**src/hw/parser_fifo.sv**
```systemverilog
`timescale 1ns/100ps

module parser_fifo #(
	parameter int WIDTH      = 8,
	parameter int DEPTH_LOG2 = 4
) (
	input  logic             axis_clk,
	input  logic             aresetn,
	input  logic             wr_en,
	input  logic [WIDTH-1:0] wr_data,
	input  logic             rd_en,
	output logic [WIDTH-1:0] rd_data,
	output logic             empty,
	output logic             full
);

localparam int DEPTH = 1 << DEPTH_LOG2;

logic [WIDTH-1:0]      mem [DEPTH];
logic [DEPTH_LOG2-1:0] wr_ptr;
logic [DEPTH_LOG2-1:0] rd_ptr;
logic [DEPTH_LOG2:0]   count;
logic                  do_wr;
logic                  do_rd;

assign do_wr = wr_en && !full;
assign do_rd = rd_en && !empty;
assign empty = (count == '0);
// count tops out at DEPTH, so the msb alone means full
assign full = count[DEPTH_LOG2];

// head shown before the read strobe
assign rd_data = mem[rd_ptr];

always_ff @(posedge axis_clk) begin
	if (do_wr) begin
		mem[wr_ptr] <= wr_data;
	end
end

always_ff @(posedge axis_clk) begin
	if (!aresetn) begin
		wr_ptr <= '0;
		rd_ptr <= '0;
		count <= '0;
	end else begin
		if (do_wr) begin
			wr_ptr <= wr_ptr + 1'b1;
		end
		if (do_rd) begin
			rd_ptr <= rd_ptr + 1'b1;
		end
		case ({do_wr, do_rd})
			2'b10: count <= count + 1'b1;
			2'b01: count <= count - 1'b1;
			default: count <= count;
		endcase
	end
end

endmodule

```
**config.mk**
```make
export PLATFORM = sky130hd
export DESIGN_NAME = parser_fifo
export DESIGN_NICKNAME = d
export VERILOG_FILES = /design/src/hw/parser_fifo.sv
export SDC_FILE = /design/constraint.sdc
export NUM_CORES = 1
export LEC_CHECK = 0
export BUFFER_PORTS_ARGS = -buffer_cell sky130_fd_sc_hd__buf_2
export CAP_MARGIN = 20
export CORE_ASPECT_RATIO = 0.8
export CORE_MARGIN = 2
export CORE_UTILIZATION = 50
export CTS_CLUSTER_SIZE = 10
export DETAILED_ROUTE_END_ITERATION = 10
export PLACE_DENSITY_LB_ADDON = 0.08
export RECOVER_POWER = 100
export SETUP_SLACK_MARGIN = 0.4
export SLEW_MARGIN = 20
export SYNTH_ARGS = -nofsm -noshare
export SYNTH_HDL_FRONTEND = slang
export SYNTH_SLANG_ARGS = --single-unit
```
**constraint.sdc**
```tcl
create_clock -name axis_clk -period 3.4 [get_ports axis_clk]
set_clock_uncertainty 0.15 [all_clocks]
set_input_delay 0.34 -clock axis_clk [delete_from_list [all_inputs] [get_ports axis_clk]]
set_output_delay 0.34 -clock axis_clk [all_outputs]
set_load 0.05 [all_outputs]
```
==> impl_metrics.env <==
export IMPL_slowest_stage="dfxtp_2"
export IMPL_viasPerCell=5.59
export IMPL_grt_usage_pct=19.8
export IMPL_grt_pass1_wl_um=16900
export IMPL_timing_setup_critical_path_class="register to output pin"
export IMPL_outcome="finished, final reports clean"
export IMPL_crit_fanout=12
export IMPL_cp_required_ps=2910
export IMPL_finalNonFillerCells=495
export IMPL_reg2reg_to="count[4]"
export IMPL_hold_ws_ps=164
export IMPL_clock_path_buffers=2
export IMPL_core_area_sq_um=11400
export IMPL_cts_buffers=17
export IMPL_htreeDepth=4
export IMPL_fmax_mhz=329
export IMPL_fin_crit_sh_pct=89.3
export IMPL_grt_overflow_total=0
export IMPL_whs_path_depth=2
export IMPL_pre_cts_ws_ps=391
export IMPL_hold_class="primary input to register"
export IMPL_setup_worst_path_start_class="register"
export IMPL_syn_instance_count=291
export IMPL_finalHoldViolCount=0
export IMPL_ys_seq_area_share_pct=72.5
export IMPL_dp_cells=461
export IMPL_wl_per_cell_um=21.9
export IMPL_final_core_util_pct=59.3
export IMPL_syn_to_final_growth_pct=16.9
export IMPL_drtIter0Drc=343
export IMPL_rsz0062_at_grt="no"
export IMPL_leakage_uw=0.00216
export IMPL_synth_main_ff_cell="edfxtp_1"
export IMPL_vias=2767
export IMPL_arrival_ps=2550
export IMPL_rr_worst_depth=9
export IMPL_drive_above_1_share_pct=27.2
export IMPL_rrSetupSlack_ps=390
export IMPL_start_util_pct=50.7
export IMPL_dp_hpwl_um=6770
export IMPL_path_cells="buf_12 > mux4_2 > mux4_2 > clkbuf_2"
export IMPL_synth_cell_types=40
export IMPL_synth_area_top_cells="edfxtp_1, mux4_2, dfxtp_1, ha_1, and2_1"
export IMPL_period_needed_ps=3040
export IMPL_postSynthAreaPerCell_sq_um=19.8
export IMPL_synthTopCellsByCount="edfxtp_1, mux4_2, dfxtp_1"
export IMPL_first_pass_iters=4
export IMPL_insertion_delay_ps=410
export IMPL_ir_worst_vdd_v=0.000362
export IMPL_syn_area_sq_um=5770
export IMPL_wirelength_um=10900
export IMPL_cts_hold_buffers=0
export IMPL_multiInputGateArea_sq_um=1520
export IMPL_ff_latch_area_sq_um=4190
export IMPL_syn_num_nets=311
export IMPL_antenna_found_initial=1
export IMPL_numClockSinks=145
export IMPL_die_h_um=100
export IMPL_tns_ps=0
export IMPL_ys_ff_latch=145
export IMPL_tightest_slew_ps=862
export IMPL_ys_async_sr_fraction_pct=0
export IMPL_synth_top_area_share_pct=66.6
export IMPL_die_area_sq_um=12400
export IMPL_drcViolationCount=0
export IMPL_boundaryPins=22
export IMPL_synth_top_area_cell="edfxtp_1"
export IMPL_cap_violations=0
export IMPL_clk_pin_slew_ps=60
export IMPL_synth_edf_count=128
export IMPL_finalSetupViolations=0
export IMPL_grt_pass1_vias=2803
export IMPL_num_rows=35
export IMPL_p_per_area_nw_per_um2=746
export IMPL_clockRootBuffer="clkbuf_16"
export IMPL_min_from="aresetn"
export IMPL_cts_tree="yes"
export IMPL_die_w_um=124
export IMPL_hold_path_end="count[1]"
export IMPL_critPathCaptureType="output pin"
export IMPL_worst_slack_ps=362
export IMPL_r2r_start="count[0]"
export IMPL_final_max_slew_viol_count=0
export IMPL_portBuffers=21
export IMPL_slew_headroom_pct=42.3
export IMPL_detail_route_antenna_nets=0
export IMPL_fillers=871
export IMPL_yosysMostFrequentCell="edfxtp_1"
export IMPL_gp_congestion=0.779
export IMPL_nets=354
export IMPL_grt_max_degree=33
export IMPL_cp_common_cell="mux4_2"
export IMPL_cpPeakStageDelay_ps=640
export IMPL_yosysWarningCount=0
worst max-delay path: cells and delay by family, from the launching register on:
family	cells	cell delay, ps
buf+inv	2	490
mux	2	990
flops	1	640
layout by cell type, fill, tap and decap left out, types with 3 or more instances in the layout:
master     synthesis  routed
ha_1               8       7
clkinv_4           0       3
bufinv_16          0       5
clkbuf_1           4      25
nand2b_1           3       3
edfxtp_1         128     128
a21boi_0           3       4
and2_1            10       5
and2_0             0       5
dfxtp_1           17      14
nor3_1             4       4
xnor2_1            6       6
nand2_1           11      11
nor2_1            13      13
mux4_2            40      40
clkbuf_16          0      17
clkbuf_2           1       4
nor2b_1            4       4
buf_2              1       7
worst max-delay path by stage:
| stage | startpoint | end | slack (ps) |
|---|---|---|---|
| global placement | count[1] | count[4] | 420 |
| floorplan | count[1] | count[4] | 410 |
| CTS | count[0] | count[4] | 440 |
| global route | register | rd_data[2] | 220 |
| finish | register | rd_data[2] | 360 |
| detailed placement | count[1] | count[4] | 390 |
power breakdown:
part | switching [uW] | internal, uW
Sequential | 71.1 | 2020
Clock | 693 | 1290
Combinational | 540 | 418
Total | 1300 | 3730
cells by family after synthesis:
logic type	share of synthesized area [%]
adders and majority gates	1.73
muxes	16.0
DFF	72.5
buffers and inverters	1.71
xor gates and xnor gates	1.21
AOI/OAI and AO/OA	2.08
and+or+nand+nor	4.83
final cells by class:
type / count / share of cell area [%]
Multi-Input combinational cell: 127 / 22.5
Clock inverter: 14 / 3.15
Antenna cell: 1 / 0.0371
Timing Repair Buffer: 40 / 3.02
Tap cell: 148 / 2.74
Clock buffer: 17 / 6.30
Sequential cell: 145 / 62.1
Inverter: 3 / 0.204
state kept, by name, summed over array words and instances (netlist names), named ones only:
signal and cells:
mem 128, wr_ptr 4, count 5, rd_ptr 4
layer usage:
metal | routed length (um) | track usage, % | vias up
li1 | - | - | 1264
met1 | 4860 | 29.0 | 1433
met2 | 5260 | 28.9 | 62
met3 | 627 | 5.45 | 8
met4 | 112 | 7.26 | 0
met5 | 0 | 0 | -
repair_timing:
item | 4_1_cts | 5_1_grt
pin swaps | 0 | 1
endpoints found under the setup margin | 8 | 1
gates resized for setup | 3 | 6
setup buffers | 0 | 2
metrics by stage:
stage / area (sq um) / power, uW
3_3_place_gp: 6140 / 3080
4_1_cts: 6800 / 5100
6_report: 6750 / 5030
2_1_floorplan: 5790 / 2860
3_5_place_dp: 6140 / 3090
5_1_grt: 6750 / 5250
No activity file was read; power rests on OpenSTA's default activity.
