## src/hw/parser_pkg.sv

```systemverilog
package parser_pkg;

// stream and header widths
localparam int AXIS_DATA_W  = 256;
localparam int AXIS_KEEP_W  = AXIS_DATA_W / 8;
localparam int AXIS_TUSER_W = 128;
localparam int NUM_SEGS     = 4;
localparam int HDR_W        = NUM_SEGS * AXIS_DATA_W;
localparam int VLAN_W       = 12;
// vlan bits [8:4] pick the table entry
localparam int VLAN_SEL_LSB = 4;

// parse action table
localparam int ACT_W      = 16;
localparam int NUM_ACTS   = 10;
localparam int NUM_CONT   = 8;
localparam int ACT_RAM_W  = NUM_ACTS * ACT_W;
localparam int ACT_RAM_AW = 5;

// action word layout, bits 15:13 reserved
localparam int ACT_VALID_BIT = 0;
localparam int ACT_IDX_LSB   = 1;
localparam int ACT_IDX_W     = 3;
localparam int ACT_TYPE_LSB  = 4;
localparam int ACT_TYPE_W    = 2;
localparam int ACT_OFF_LSB   = 6;
localparam int ACT_OFF_W     = 7;

// container type codes
localparam logic [ACT_TYPE_W-1:0] CONT_NONE = 2'd0;
localparam logic [ACT_TYPE_W-1:0] CONT_2B   = 2'd1;
localparam logic [ACT_TYPE_W-1:0] CONT_4B   = 2'd2;
localparam logic [ACT_TYPE_W-1:0] CONT_6B   = 2'd3;

localparam int CONT_2B_W = 16;
localparam int CONT_4B_W = 32;
localparam int CONT_6B_W = 48;

// control packet fields, beat 2
localparam int CTRL_MODID_LSB = 112;
localparam int CTRL_ADDR_LSB  = 128;

// phv layout, metadata at the bottom
localparam int PHV_W      = 1024;
localparam int META_W     = 256;
localparam int META_PAD_W = META_W - VLAN_W - 1 - AXIS_TUSER_W;
localparam int PHV_2B_LSB = META_W;
localparam int PHV_4B_LSB = PHV_2B_LSB + NUM_CONT * CONT_2B_W;
localparam int PHV_6B_LSB = PHV_4B_LSB + NUM_CONT * CONT_4B_W;

endpackage

```

## src/hw/parse_ctrl_writer.sv

```systemverilog
`timescale 1ns/100ps

module parse_ctrl_writer
	import parser_pkg::*;
#(
	parameter logic [2:0] PARSER_MOD_ID = 3'd0
) (
	input  logic                    axis_clk,
	input  logic                    aresetn,
	input  logic [AXIS_DATA_W-1:0]  ctrl_s_tdata,
	input  logic [AXIS_TUSER_W-1:0] ctrl_s_tuser,
	input  logic [AXIS_KEEP_W-1:0]  ctrl_s_tkeep,
	input  logic                    ctrl_s_tvalid,
	input  logic                    ctrl_s_tlast,
	output logic [AXIS_DATA_W-1:0]  ctrl_m_tdata,
	output logic [AXIS_TUSER_W-1:0] ctrl_m_tuser,
	output logic [AXIS_KEEP_W-1:0]  ctrl_m_tkeep,
	output logic                    ctrl_m_tvalid,
	output logic                    ctrl_m_tlast,
	output logic                    ram_wr_en,
	output logic [ACT_RAM_AW-1:0]   ram_wr_addr,
	output logic [ACT_RAM_W-1:0]    ram_wr_data
);

localparam logic [2:0] WAIT_FIRST  = 3'd0;
localparam logic [2:0] WAIT_SECOND = 3'd1;
localparam logic [2:0] WAIT_THIRD  = 3'd2;
localparam logic [2:0] WRITE_RAM   = 3'd3;
localparam logic [2:0] FLUSH       = 3'd4;

logic [2:0]           ctrl_state;
logic [2:0]           ctrl_state_next;
logic                 wr_en_next;
logic                 mod_match;
logic [ACT_RAM_W-1:0] entry_swapped;

assign mod_match = (ctrl_s_tdata[CTRL_MODID_LSB +: 3] == PARSER_MOD_ID);

// byte 0 of the beat becomes the top of the entry
always_comb begin
	for (int b = 0; b < ACT_RAM_W / 8; b++) begin
		entry_swapped[ACT_RAM_W - 1 - 8 * b -: 8] = ctrl_s_tdata[8 * b +: 8];
	end
end

always_comb begin
	ctrl_state_next = ctrl_state;
	wr_en_next = 1'b0;
	case (ctrl_state)
		WAIT_FIRST: begin
			if (ctrl_s_tvalid) begin
				ctrl_state_next = WAIT_SECOND;
			end
		end
		WAIT_SECOND: begin
			if (ctrl_s_tvalid) begin
				ctrl_state_next = mod_match ? WAIT_THIRD : FLUSH;
			end
		end
		WAIT_THIRD: begin
			if (ctrl_s_tvalid) begin
				ctrl_state_next = WRITE_RAM;
			end
		end
		WRITE_RAM: begin
			if (ctrl_s_tvalid) begin
				wr_en_next = 1'b1;
				ctrl_state_next = ctrl_s_tlast ? WAIT_FIRST : FLUSH;
			end
		end
		FLUSH: begin
			if (ctrl_s_tvalid && ctrl_s_tlast) begin
				ctrl_state_next = WAIT_FIRST;
			end
		end
		default: ctrl_state_next = WAIT_FIRST;
	endcase
end

// forwarding stage plus fsm
always_ff @(posedge axis_clk) begin
	if (!aresetn) begin
		ctrl_state <= WAIT_FIRST;
		ram_wr_en <= 1'b0;
		ctrl_m_tdata <= '0;
		ctrl_m_tuser <= '0;
		ctrl_m_tkeep <= '0;
		ctrl_m_tvalid <= 1'b0;
		ctrl_m_tlast <= 1'b0;
	end else begin
		ctrl_state <= ctrl_state_next;
		ram_wr_en <= wr_en_next;
		ctrl_m_tdata <= ctrl_s_tdata;
		ctrl_m_tuser <= ctrl_s_tuser;
		ctrl_m_tkeep <= ctrl_s_tkeep;
		ctrl_m_tvalid <= ctrl_s_tvalid;
		ctrl_m_tlast <= ctrl_s_tlast;
	end
end

always_ff @(posedge axis_clk) begin
	if (ctrl_state == WAIT_SECOND && ctrl_s_tvalid && mod_match) begin
		ram_wr_addr <= ctrl_s_tdata[CTRL_ADDR_LSB +: ACT_RAM_AW];
	end
	if (ctrl_state == WAIT_THIRD && ctrl_s_tvalid) begin
		ram_wr_data <= entry_swapped;
	end
end

endmodule

```

## config.mk

```make
export PLATFORM = sky130hd
export DESIGN_NAME = parse_ctrl_writer
export DESIGN_NICKNAME = d
export VERILOG_FILES = /design/src/hw/parser_pkg.sv /design/src/hw/parse_ctrl_writer.sv
export SDC_FILE = /design/constraint.sdc
export NUM_CORES = 1
export LEC_CHECK = 0
export BUFFER_PORTS_ARGS = -buffer_cell sky130_fd_sc_hd__buf_2
export CAP_MARGIN = 20
export CORE_AREA = 2 2 393 395
export DETAILED_ROUTE_END_ITERATION = 10
export DIE_AREA = 0 0 395 397
export PLACE_DENSITY_LB_ADDON = 0.1
export SETUP_SLACK_MARGIN = 0.1
export SYNTH_ARGS = -nofsm -noshare
export SYNTH_HDL_FRONTEND = slang
export SYNTH_SLANG_ARGS = --single-unit
```

## constraint.sdc

```tcl
create_clock -name axis_clk -period 25.5 [get_ports axis_clk]
set_input_delay 3.825 -clock axis_clk [delete_from_list [all_inputs] [get_ports axis_clk]]
set_output_delay 3.825 -clock axis_clk [all_outputs]
set_load 0.005 [all_outputs]
```

==> impl_metrics.env, run 1 <==
export IMPL_outcome="finished clean"
export IMPL_synth_nets=1488
export IMPL_drive_gt1_share_pct=52.1
export IMPL_final_cells=4238
export IMPL_clock_power_share_pct=49.5
export IMPL_async_reset_ff_share_pct=0
export IMPL_cp_start_kind="input pin"
export IMPL_ir_drop_mv=0.0420
export IMPL_synth_area_leaders="dfxtp_1, edfxtp_1, and2_1"
export IMPL_switching_share_pct=24.0
export IMPL_regToRegEndpoint="ram_wr_data[25]$_DFFE_PP_"
export IMPL_stdcell_area_um2=26400
export IMPL_cts_resized=0
export IMPL_io_buffers=1003
export IMPL_die_area_um2=157000
export IMPL_ys_types=19
export IMPL_remaining_drc_errors=0
export IMPL_clock_sinks=587
export IMPL_grt_pass1_vias=13290
export IMPL_dp_slack_ns=18.76
export IMPL_sequentialPowerShare_pct=44.9
export IMPL_final_max_slew_viol_count=0
export IMPL_hold_viol_final=0
export IMPL_r2r_cells=3
export IMPL_synth_adder_area_share_pct=0
export IMPL_regToRegSetupSlack_ns=23.44
export IMPL_dr_first_iter_drc_count=300
export IMPL_netlist_top_cell_by_area="dfxtp_1"
export IMPL_yosys_warnings=0
export IMPL_crit_type="in2reg"
export IMPL_worstSetupEndpoint="ctrl_m_tdata[80]$_SDFF_PN0_"
export IMPL_synth_compound_area_share_pct=0.0307
export IMPL_postCtsHoldBufs=0
export IMPL_grt_overflow=0
export IMPL_antenna_left=0
export IMPL_cp_data_arrival_time_ns=6.47
export IMPL_final_util_pct=17.3
export IMPL_start_util_pct=10.7
export IMPL_rows=144
export IMPL_netlist_area_um2=16300
export IMPL_seq_area_frac_synth_pct=82.1
export IMPL_synthXorXnorAreaFrac_pct=0.0537
export IMPL_ios=1004
export IMPL_num_fill_cells=16972
export IMPL_place_area_um2=23800
export IMPL_syn2layout_area_growth_pct=62.0
export IMPL_max_freq_ghz=0.170
export IMPL_worstSkewPairLatency_ns=0.68
export IMPL_dp_cells=4074
export IMPL_synth_ff_type="dfxtp_1"
export IMPL_via_per_inst=2.87
export IMPL_cts_inserted_buffers=79
export IMPL_r2r_start="ctrl_state[1]$_SDFFE_PN0P_"
export IMPL_cts_htree_levels=3
export IMPL_worst_path_max_fanout=173
export IMPL_rsz0062_at_grt="no"
export IMPL_fin_crit_sh_pct=23.0
export IMPL_comb_power_share_pct=5.6
export IMPL_drt_total_wl_um=82400
export IMPL_fin_nets=2531
export IMPL_netlist_area_leader_share_pct=51.8
export IMPL_cts_tree="yes"
export IMPL_syn_area_per_cell_um2=15.3
export IMPL_cts_buffer_depth=3
export IMPL_die_height_um=397
export IMPL_p_leak_uw=0.0117
export IMPL_crit_start="aresetn"
export IMPL_synth_edf_count=165
export IMPL_fin_skew_ns=0.0299
export IMPL_cts_root_buf="clkbuf_16"
export IMPL_clk_pin_slew_worst_paths_ns=0.06
export IMPL_die_w_um=395
export IMPL_post_dp_hpwl_um=64900
export IMPL_dr_pass1_iters=4
export IMPL_grt_pass1_wl_um=109000
export IMPL_slew_headroom_pct=30.2
export IMPL_vias=12165
export IMPL_grt_max_degree=174
export IMPL_cap_violations=0
export IMPL_post_synth_mux_area_share_pct=0.0613
export IMPL_post_cts_setup_buffer_count=0
export IMPL_hold_class="reg2reg"
export IMPL_grt_antenna_before_repair=44
export IMPL_grt_usage_pct=10.1
export IMPL_cellInternalPower_uw=1700
export IMPL_setup_viol=0
export IMPL_tns_ns=0
export IMPL_wl_per_cell_um=19.4
export IMPL_layout_setup_ws_ns=19.62
export IMPL_syn_instance_count=1068
export IMPL_gp_congestion=0.813
export IMPL_synth_top_family_by_area="simple AND/OR/NAND/NOR gates"
export IMPL_period_needed_ns=5.88
export IMPL_design_core_area_um2=153000
export IMPL_p_sw_uw=538
export IMPL_ys_ff_latch=587
export IMPL_worst_pin_slew_ns=1.05
export IMPL_p_per_area_nw_per_um2=84.7
export IMPL_setup_worst_path_end_class="flip-flop"
export IMPL_yosys_area_share_simple_pct=16.6
export IMPL_critical_path_required_ns=26.09
[metrics by stage]
step                total power (µW)  hold WS (ns)
floorplan                       1060         0.497
global placement                1160         0.573
detailed placement              1160         0.566
CTS                             2300         0.566
global route                    2350         0.597
finish                          2240         0.558
[per-layer routing]
| metal | share of wire [%] | global-route usage (%) | vias to the layer above |
|---|---|---|---|
| met3 | 11 | 5.71 | 174 |
| met5 | 0.12 | 0 | - |
| met4 | 3.1 | 3.88 | 16 |
| met1 | 34 | 9.46 | 5723 |
| met2 | 51 | 18.2 | 696 |
| li1 | - | - | 5556 |
[cells in the mapped netlist (all sizes together), types with 2 or more instances]
library cell and n:
dfxtp 422, and2 418, edfxtp 165, clkbuf 42, buf 4, nor2 3
nor3 2
[flip-flops by register name (all words and copies together), names as in the netlist]
register	cells
ram_wr_addr	5
ram_wr_data	160
ctrl_state	3
ctrl_m_tdata	256
ctrl_m_tkeep	32
ctrl_m_tuser	128
ctrl_m_tvalid	1
ctrl_m_tlast	1
ram_wr_en	1
[worst max-delay path: stages]
cell and delay, ns:
buf_8 0.52, buf_4 0.71, buf_4 0.71, and2_1 0.24
[worst min-delay path by stage]
stage / from / to / slack (ns) / cells after the start
finish: ctrl_state[1]$_SDFFE_PN0P_ / ram_wr_en$_SDFF_PN0_ / 0.56 / 2
global route: ctrl_state[1]$_SDFFE_PN0P_ / ram_wr_en$_SDFF_PN0_ / 0.60 / 2
CTS: ctrl_state[1]$_SDFFE_PN0P_ / ram_wr_en$_SDFF_PN0_ / 0.57 / 2
detailed placement: ctrl_state[1]$_SDFFE_PN0P_ / ram_wr_en$_SDFF_PN0_ / 0.57 / 2
global placement: ctrl_state[1]$_SDFFE_PN0P_ / ram_wr_en$_SDFF_PN0_ / 0.57 / 2
floorplan: ctrl_state[1]$_SDFFE_PN0P_ / ram_wr_en$_SDFF_PN0_ / 0.50 / 2
[cells by family (layout without fill, tap and decap cells)]
family,count (synthesis),in the layout
AOI/OAI and AO/OA,1,1
muxes,1,1
DFF,587,587
and+or+nand+nor,431,431
buffers and inverters,47,1157
xor gates and xnor gates,1,1
other,0,16
[layout by cell type (no fill, tap or decap), types with 4 or more instances in the layout]
master,Yosys,final
clkbuf_8,0,12
clkbuf_1,42,23
edfxtp_1,165,165
and2_1,418,418
diode_2,0,16
dfxtp_1,422,422
clkinv_2,0,13
buf_4,0,4
clkbuf_16,0,80
clkinvlp_4,0,6
buf_2,4,1002
inv_6,0,4
[final cells by class]
class | instances | area, µm² | share of cell area [%]
antenna | 16 | 40.0 | 0.151
clock buffer | 115 | 2250 | 8.52
clock inverter | 33 | 353 | 1.33
inverter | 1 | 3.75 | 0.0142
multi-input combinational | 434 | 2740 | 10.4
sequential | 587 | 13400 | 50.7
tap | 2044 | 2560 | 9.67
timing repair buffer | 1008 | 5080 | 19.2
[power groups by stage]
stage          registers [µW]  logic (µW)  clock network [µW]
5_1_grt                  1010         140                1200
4_1_cts                  1010         131                1170
2_1_floorplan            1030        28.4                   0
3_3_place_gp             1030         131                   0
3_5_place_dp             1030         131                   0
6_report                 1010         125                1110
(Power assumes the default switching activity.)
==> inputs of run 2 (changes only) <==
Settings changed: ABC_AREA from default to 1, CORE_AREA 2 2 393 395 to 2 2 387 389, DIE_AREA 0 0 395 397 to 0 0 389 391.
Clock period 25.5 ns to 5.7 ns, I/O delays scaled along.
==> run 2 against run 1 <==
Worst setup slack got worse by 16 ns. Critical path depth rose by 1. Sequential share of layout area fell by 0.72 points.
==> impl_metrics.env, run 2 <==
export IMPL_grt_max_degree=155
export IMPL_worst_pin_slew_ns=0.818
export IMPL_async_reset_ff_share_pct=0
export IMPL_start_util_pct=11.6
export IMPL_switching_share_pct=24.3
export IMPL_hold_class="in2reg"
export IMPL_cts_buffer_depth=3
export IMPL_post_cts_setup_buffer_count=0
export IMPL_sequentialPowerShare_pct=45.0
export IMPL_grt_antenna_before_repair=29
export IMPL_cts_inserted_buffers=79
export IMPL_synth_common_cells="inv_1, nand2_1, dfxtp_1, edfxtp_1, buf_6"
export IMPL_gp_congestion=0.770
export IMPL_cts_tree="yes"
export IMPL_cap_violations=0
export IMPL_slowest_delay_ns=0.64
export IMPL_cellInternalPower_uw=7640
export IMPL_num_fill_cells=16864
export IMPL_grt_usage_pct=10.7
export IMPL_synth_ff_type="dfxtp_1"
export IMPL_regMostFlops="ctrl_m_tdata"
export IMPL_cp_common_cell="buf_4"
export IMPL_clock_power_share_pct=48.3
export IMPL_synth_edf_count=165
export IMPL_netlist_top_cell_by_area="dfxtp_1"
export IMPL_netlist_area_um2=17200
export IMPL_antenna_left=0
export IMPL_synth_area_leaders="dfxtp_1, edfxtp_1, inv_1"
export IMPL_remaining_drc_errors=0
export IMPL_synth_nets=1923
export IMPL_wl_per_cell_um=18.4
export IMPL_io_buffers=1003
export IMPL_postCtsHoldBufs=0
export IMPL_drive_gt1_share_pct=43.1
export IMPL_layout_commonest_cell="buf_2"
export IMPL_rsz0062_at_grt="no"
export IMPL_via_per_inst=2.89
export IMPL_outcome="finished clean"
export IMPL_clk_pin_slew_worst_paths_ns=0.05
export IMPL_grt_overflow=0
export IMPL_worstSkewPairLatency_ns=0.66
export IMPL_max_freq_ghz=0.451
export IMPL_syn_area_per_cell_um2=11.5
export IMPL_ys_ff_latch=587
export IMPL_dr_pass1_iters=4
export IMPL_p_sw_uw=2450
export IMPL_critical_path_required_ns=5.97
export IMPL_rows=142
export IMPL_dr_first_iter_drc_count=364
export IMPL_cts_root_buf="clkbuf_16"
export IMPL_largestRegisters="ctrl_m_tdata x256, ram_wr_data x160, ctrl_m_tuser x128"
export IMPL_grt_pass1_wl_um=111000
export IMPL_slew_headroom_pct=45.5
export IMPL_comb_power_share_pct=6.7
export IMPL_setup_worst_path_end_class="flip-flop"
export IMPL_fin_crit_sh_pct=38.9
export IMPL_syn2layout_area_growth_pct=55.8
export IMPL_cts_resized=0
export IMPL_period_needed_ns=2.22
export IMPL_final_max_slew_viol_count=0
export IMPL_hold_viol_final=0
export IMPL_yosys_warnings=0
export IMPL_final_util_pct=18.1
export IMPL_fin_skew_ns=0.0128
export IMPL_cp_slowest_cell="buf_4"
export IMPL_netlist_area_leader_share_pct=49.1
export IMPL_design_core_area_um2=149000
export IMPL_post_dp_hpwl_um=66400
export IMPL_clock_sinks=587
export IMPL_setup_viol=0
export IMPL_ys_types=19
export IMPL_syn_instance_count=1503
export IMPL_p_total_uw=10100
export IMPL_cp_start_kind="flip-flop"
export IMPL_p_leak_uw=0.0149
export IMPL_crit_type="reg2reg"
export IMPL_cp_cell_sequence="inv_1, nand3_1, nor2_4, buf_4, buf_4"
export IMPL_ir_drop_mv=0.220
export IMPL_synth_most_common_cell="inv_1"
export IMPL_die_area_um2=152000
export IMPL_seq_area_frac_synth_pct=77.9
export IMPL_die_w_um=389
export IMPL_worst_path_max_fanout=50
export IMPL_die_height_um=391
export IMPL_grt_pass1_vias=13459
export IMPL_cts_htree_levels=3
export IMPL_cp_data_arrival_time_ns=2.48
export IMPL_drt_total_wl_um=84000
export IMPL_vias=13180
export IMPL_final_cell_mix="buf_2, inv_1, nand2_1"
export IMPL_p_per_area_nw_per_um2=376
export IMPL_ios=1004
export IMPL_fin_nets=2969
export IMPL_largest_register_ffs=256
export IMPL_tns_ns=0
-- run 2: power groups by stage --
stage	clock network, µW	registers, µW	logic, µW
final	4870	4540	679
after global routing	5300	4550	770
after CTS	5160	4540	714
after detailed placement	0	4630	712
after global placement	0	4630	718
after floorplan	0	4660	188
-- run 2: cell type report --
| type | instances | area [µm²] | area share, % |
|---|---|---|---|
| clock inverters | 32 | 305 | 1.14 |
| well taps | 1944 | 2430 | 9.07 |
| inverters | 425 | 1600 | 5.95 |
| clock buffers | 116 | 2230 | 8.31 |
| flip-flops and latches | 587 | 13400 | 50.0 |
| repair buffers | 1012 | 5130 | 19.1 |
| diodes | 2 | 5.00 | 0.0187 |
| multi-input cells | 444 | 1710 | 6.38 |
-- run 2: kinds of logic (layout without fill, tap and decap cells) --
| logic type | Yosys count | in the layout | share of synthesized area, % |
|---|---|---|---|
| simple gates | 437 | 437 | 9.64 |
| compound gates | 7 | 7 | 0.262 |
| flops | 587 | 587 | 77.9 |
| other cells | 0 | 2 | 0 |
| buf+inv | 472 | 1585 | 12.2 |
-- run 2: metrics by stage --
| step | hold slack, ns | worst slack [ns] | instance area [µm²] | std cells |
|---|---|---|---|---|
| after floorplan | 0.478 | 0.121 | 17200 | 1503 |
| after global placement | 0.541 | 2.90 | 24300 | 4412 |
| after detailed placement | 0.531 | 2.91 | 24300 | 4412 |
| after CTS | 0.279 | 3.40 | 26800 | 4560 |
| after global routing | 0.311 | 3.26 | 26800 | 4560 |
| final | 0.376 | 3.48 | 26800 | 4562 |
-- run 2: per-layer routing --
| layer | up-vias | wire, µm | global-route usage (%) |
|---|---|---|---|
| li1 | 6417 | - | - |
| met1 | 5990 | 30700 | 11.1 |
| met2 | 627 | 41700 | 18.5 |
| met3 | 130 | 9700 | 5.93 |
| met4 | 16 | 1900 | 2.84 |
| met5 | - | 91 | 0 |
-- run 2: path summary, 6_finish.rpt --
path	from	end	slack, ns	cells past startpoint
min reg2reg	ctrl_state[2]$_SDFFE_PN0P_	ctrl_state[2]$_SDFFE_PN0P_	0.54	2
max reg2reg	ctrl_state[0]$_SDFFE_PN0P_	ram_wr_data[17]$_DFFE_PP_	3.48	5
max	ctrl_state[0]$_SDFFE_PN0P_	ram_wr_data[17]$_DFFE_PP_	3.48	5
min	ctrl_s_tuser[18]	ctrl_m_tuser[18]$_SDFF_PN0_	0.38	3
-- run 2: critical path: cells and delay by family (launching register included) --
family | cells | cell delay [ns]
simple gates | 2 | 0.29
flops | 1 | 0.34
buf+inv | 3 | 1.12
==> inputs of run 3 (changes only) <==
Clock period 5.7 ns to 2.18 ns, I/O delays scaled along.
==> run 3 against run 2 <==
Clock power rose to 2.6 times the previous value. Flip-flop and latch count unchanged. Critical path type is now reg2out. Core utilization is 3.1 points higher. Register-to-register slack got worse by 2.9 ns. Via count up 11%. Worst setup slack worse by 2.9 ns. Global-route usage decreased by 0.34 points. Critical path depth is 4 lower. Routed wire length is 2.8% lower. Largest power group unchanged. Final cell count rose by 9.8%. Power rose to 2.7 times the previous value.
==> impl_metrics.env, run 3 (synthesis results as in run 2) <==
export IMPL_hold_viol_final=0
export IMPL_grt_pass1_wl_um=112000
export IMPL_dr_pass1_iters=4
export IMPL_cts_resized=0
export IMPL_cp_start_kind="flip-flop"
export IMPL_dp_cells=4437
export IMPL_final_cell_mix="buf_2, inv_1, nand2_1, dlygate4sd3_1, dfxtp_1"
export IMPL_syn2layout_area_growth_pct=82.1
export IMPL_outcome="finished clean"
export IMPL_slew_headroom_pct=75.3
export IMPL_cp_cell_sequence="buf_2"
export IMPL_cp_slowest_cell="edfxtp_1"
export IMPL_layout_commonest_cell="buf_2"
export IMPL_slowest_delay_ns=0.45
export IMPL_worst_pin_slew_ns=0.371
export IMPL_vias=14637
export IMPL_ios=1004
export IMPL_clock_power_share_pct=47.3
export IMPL_gp_congestion=0.799
export IMPL_final_cells=5010
export IMPL_via_per_inst=2.92
export IMPL_post_dp_hpwl_um=64300
export IMPL_p_sw_uw=6460
export IMPL_cellInternalPower_uw=20700
export IMPL_clock_sinks=587
export IMPL_regMostFlops="ctrl_m_tdata"
export IMPL_wl_met2_um=40800
export IMPL_critical_path_required_ns=1.85
export IMPL_design_core_area_um2=149000
export IMPL_cp_data_arrival_time_ns=1.31
export IMPL_antenna_left=0
export IMPL_grt_pass1_vias=15481
export IMPL_fin_nets=3417
export IMPL_cts_inserted_buffers=79
export IMPL_crit_type="reg2out"
export IMPL_drive_gt1_share_pct=37.8
export IMPL_setup_viol=0
export IMPL_die_w_um=389
export IMPL_grt_overflow=0
export IMPL_post_cts_setup_buffer_count=0
export IMPL_num_fill_cells=16635
export IMPL_io_buffers=1003
export IMPL_ir_drop_mv=0.469
export IMPL_p_total_uw=27200
export IMPL_critPathTopFamily="flip-flops"
export IMPL_die_height_um=391
export IMPL_worst_path_max_fanout=1
export IMPL_crit_buf_inv=1
export IMPL_cts_root_buf="clkbuf_16"
export IMPL_stdcell_area_um2=31400
export IMPL_rsz0062_at_grt="no"
export IMPL_remaining_drc_errors=0
export IMPL_cap_violations=0
export IMPL_cts_buffer_depth=3
export IMPL_grt_max_degree=68
export IMPL_largestRegisters="ctrl_m_tdata x256, ram_wr_data x160, ctrl_m_tuser x128"
export IMPL_grt_antenna_before_repair=3
export IMPL_die_area_um2=152000
export IMPL_drt_met1_wl_um=30700
export IMPL_dr_first_iter_drc_count=348
export IMPL_period_needed_ns=1.64
export IMPL_wl_per_cell_um=16.3
export IMPL_p_per_area_nw_per_um2=866
export IMPL_largest_register_ffs=256
export IMPL_switching_share_pct=23.8
export IMPL_top_layer="met4"
export IMPL_max_freq_ghz=0.611
export IMPL_start_util_pct=11.6
export IMPL_cts_tree="yes"
export IMPL_hold_class="in2reg"
export IMPL_cts_htree_levels=3
export IMPL_fin_skew_ns=0.0184
export IMPL_grt_usage_pct=10.3
export IMPL_rows=142
export IMPL_tns_ns=0
export IMPL_drt_total_wl_um=81600
export IMPL_p_leak_uw=0.0168
export IMPL_met3_length_um=7930
export IMPL_regToRegSetupSlack_ns=0.61
export IMPL_setup_worst_path_end_class="output pin"
export IMPL_place_area_um2=24600
export IMPL_postCtsHoldBufs=423
export IMPL_comb_power_share_pct=9.0
export IMPL_final_max_slew_viol_count=0
export IMPL_fin_crit_sh_pct=75.0
export IMPL_clk_pin_slew_worst_paths_ns=0.05
export IMPL_worstSkewPairLatency_ns=0.66
export IMPL_sequentialPowerShare_pct=43.7
==> run 3: power by group through the flow <==
stage / Clock [µW] / Sequential, µW / Combinational [µW]
2_1_floorplan: 0 / 12200 / 495
3_3_place_gp: 0 / 12100 / 1920
3_5_place_dp: 0 / 12100 / 1890
4_1_cts: 13500 / 11900 / 2550
5_1_grt: 13900 / 11900 / 2730
6_report: 12800 / 11900 / 2460
==> run 3: worst paths after layout <==
check / startpoint / to / depth (start not counted)
max: ram_wr_data[41]$_DFFE_PP_ / ram_wr_data[41] / 1
min: ctrl_s_tuser[29] / ctrl_m_tuser[29]$_SDFF_PN0_ / 4
max reg2reg: ctrl_state[2]$_SDFFE_PN0P_ / ram_wr_data[70]$_DFFE_PP_ / 5
min reg2reg: ctrl_state[0]$_SDFFE_PN0P_ / ram_wr_en$_SDFF_PN0_ / 2
==> run 3: final cells by class <==
class / instances / area, µm² / share of cell area [%]
diodes: 5 / 12.5 / 0.0399
clock buffers: 127 / 2340 / 7.46
clock inverters: 18 / 186 / 0.595
inverters: 425 / 1600 / 5.10
multi-input cells: 444 / 1720 / 5.50
flip-flops and latches: 587 / 13400 / 42.8
well taps: 1944 / 2430 / 7.76
repair buffers: 1460 / 9660 / 30.8
==> run 3: metal layers <==
layer,vias to the layer above,track usage [%]
met5,-,0
met4,0,3.88
met3,115,4.37
met2,592,18.2
met1,6616,10.9
li1,7314,-
==> run 3: per-stage QoR <==
step | util [%] | hold WS (ns) | worst slack (ns)
2_1_floorplan | - | 0.415 | -1.10
3_3_place_gp | 16.6 | 0.508 | 0.539
3_5_place_dp | 16.6 | 0.498 | 0.527
4_1_cts | 21.1 | 0.285 | 0.395
5_1_grt | 21.1 | 0.339 | 0.425
6_report | 21.1 | 0.390 | 0.544
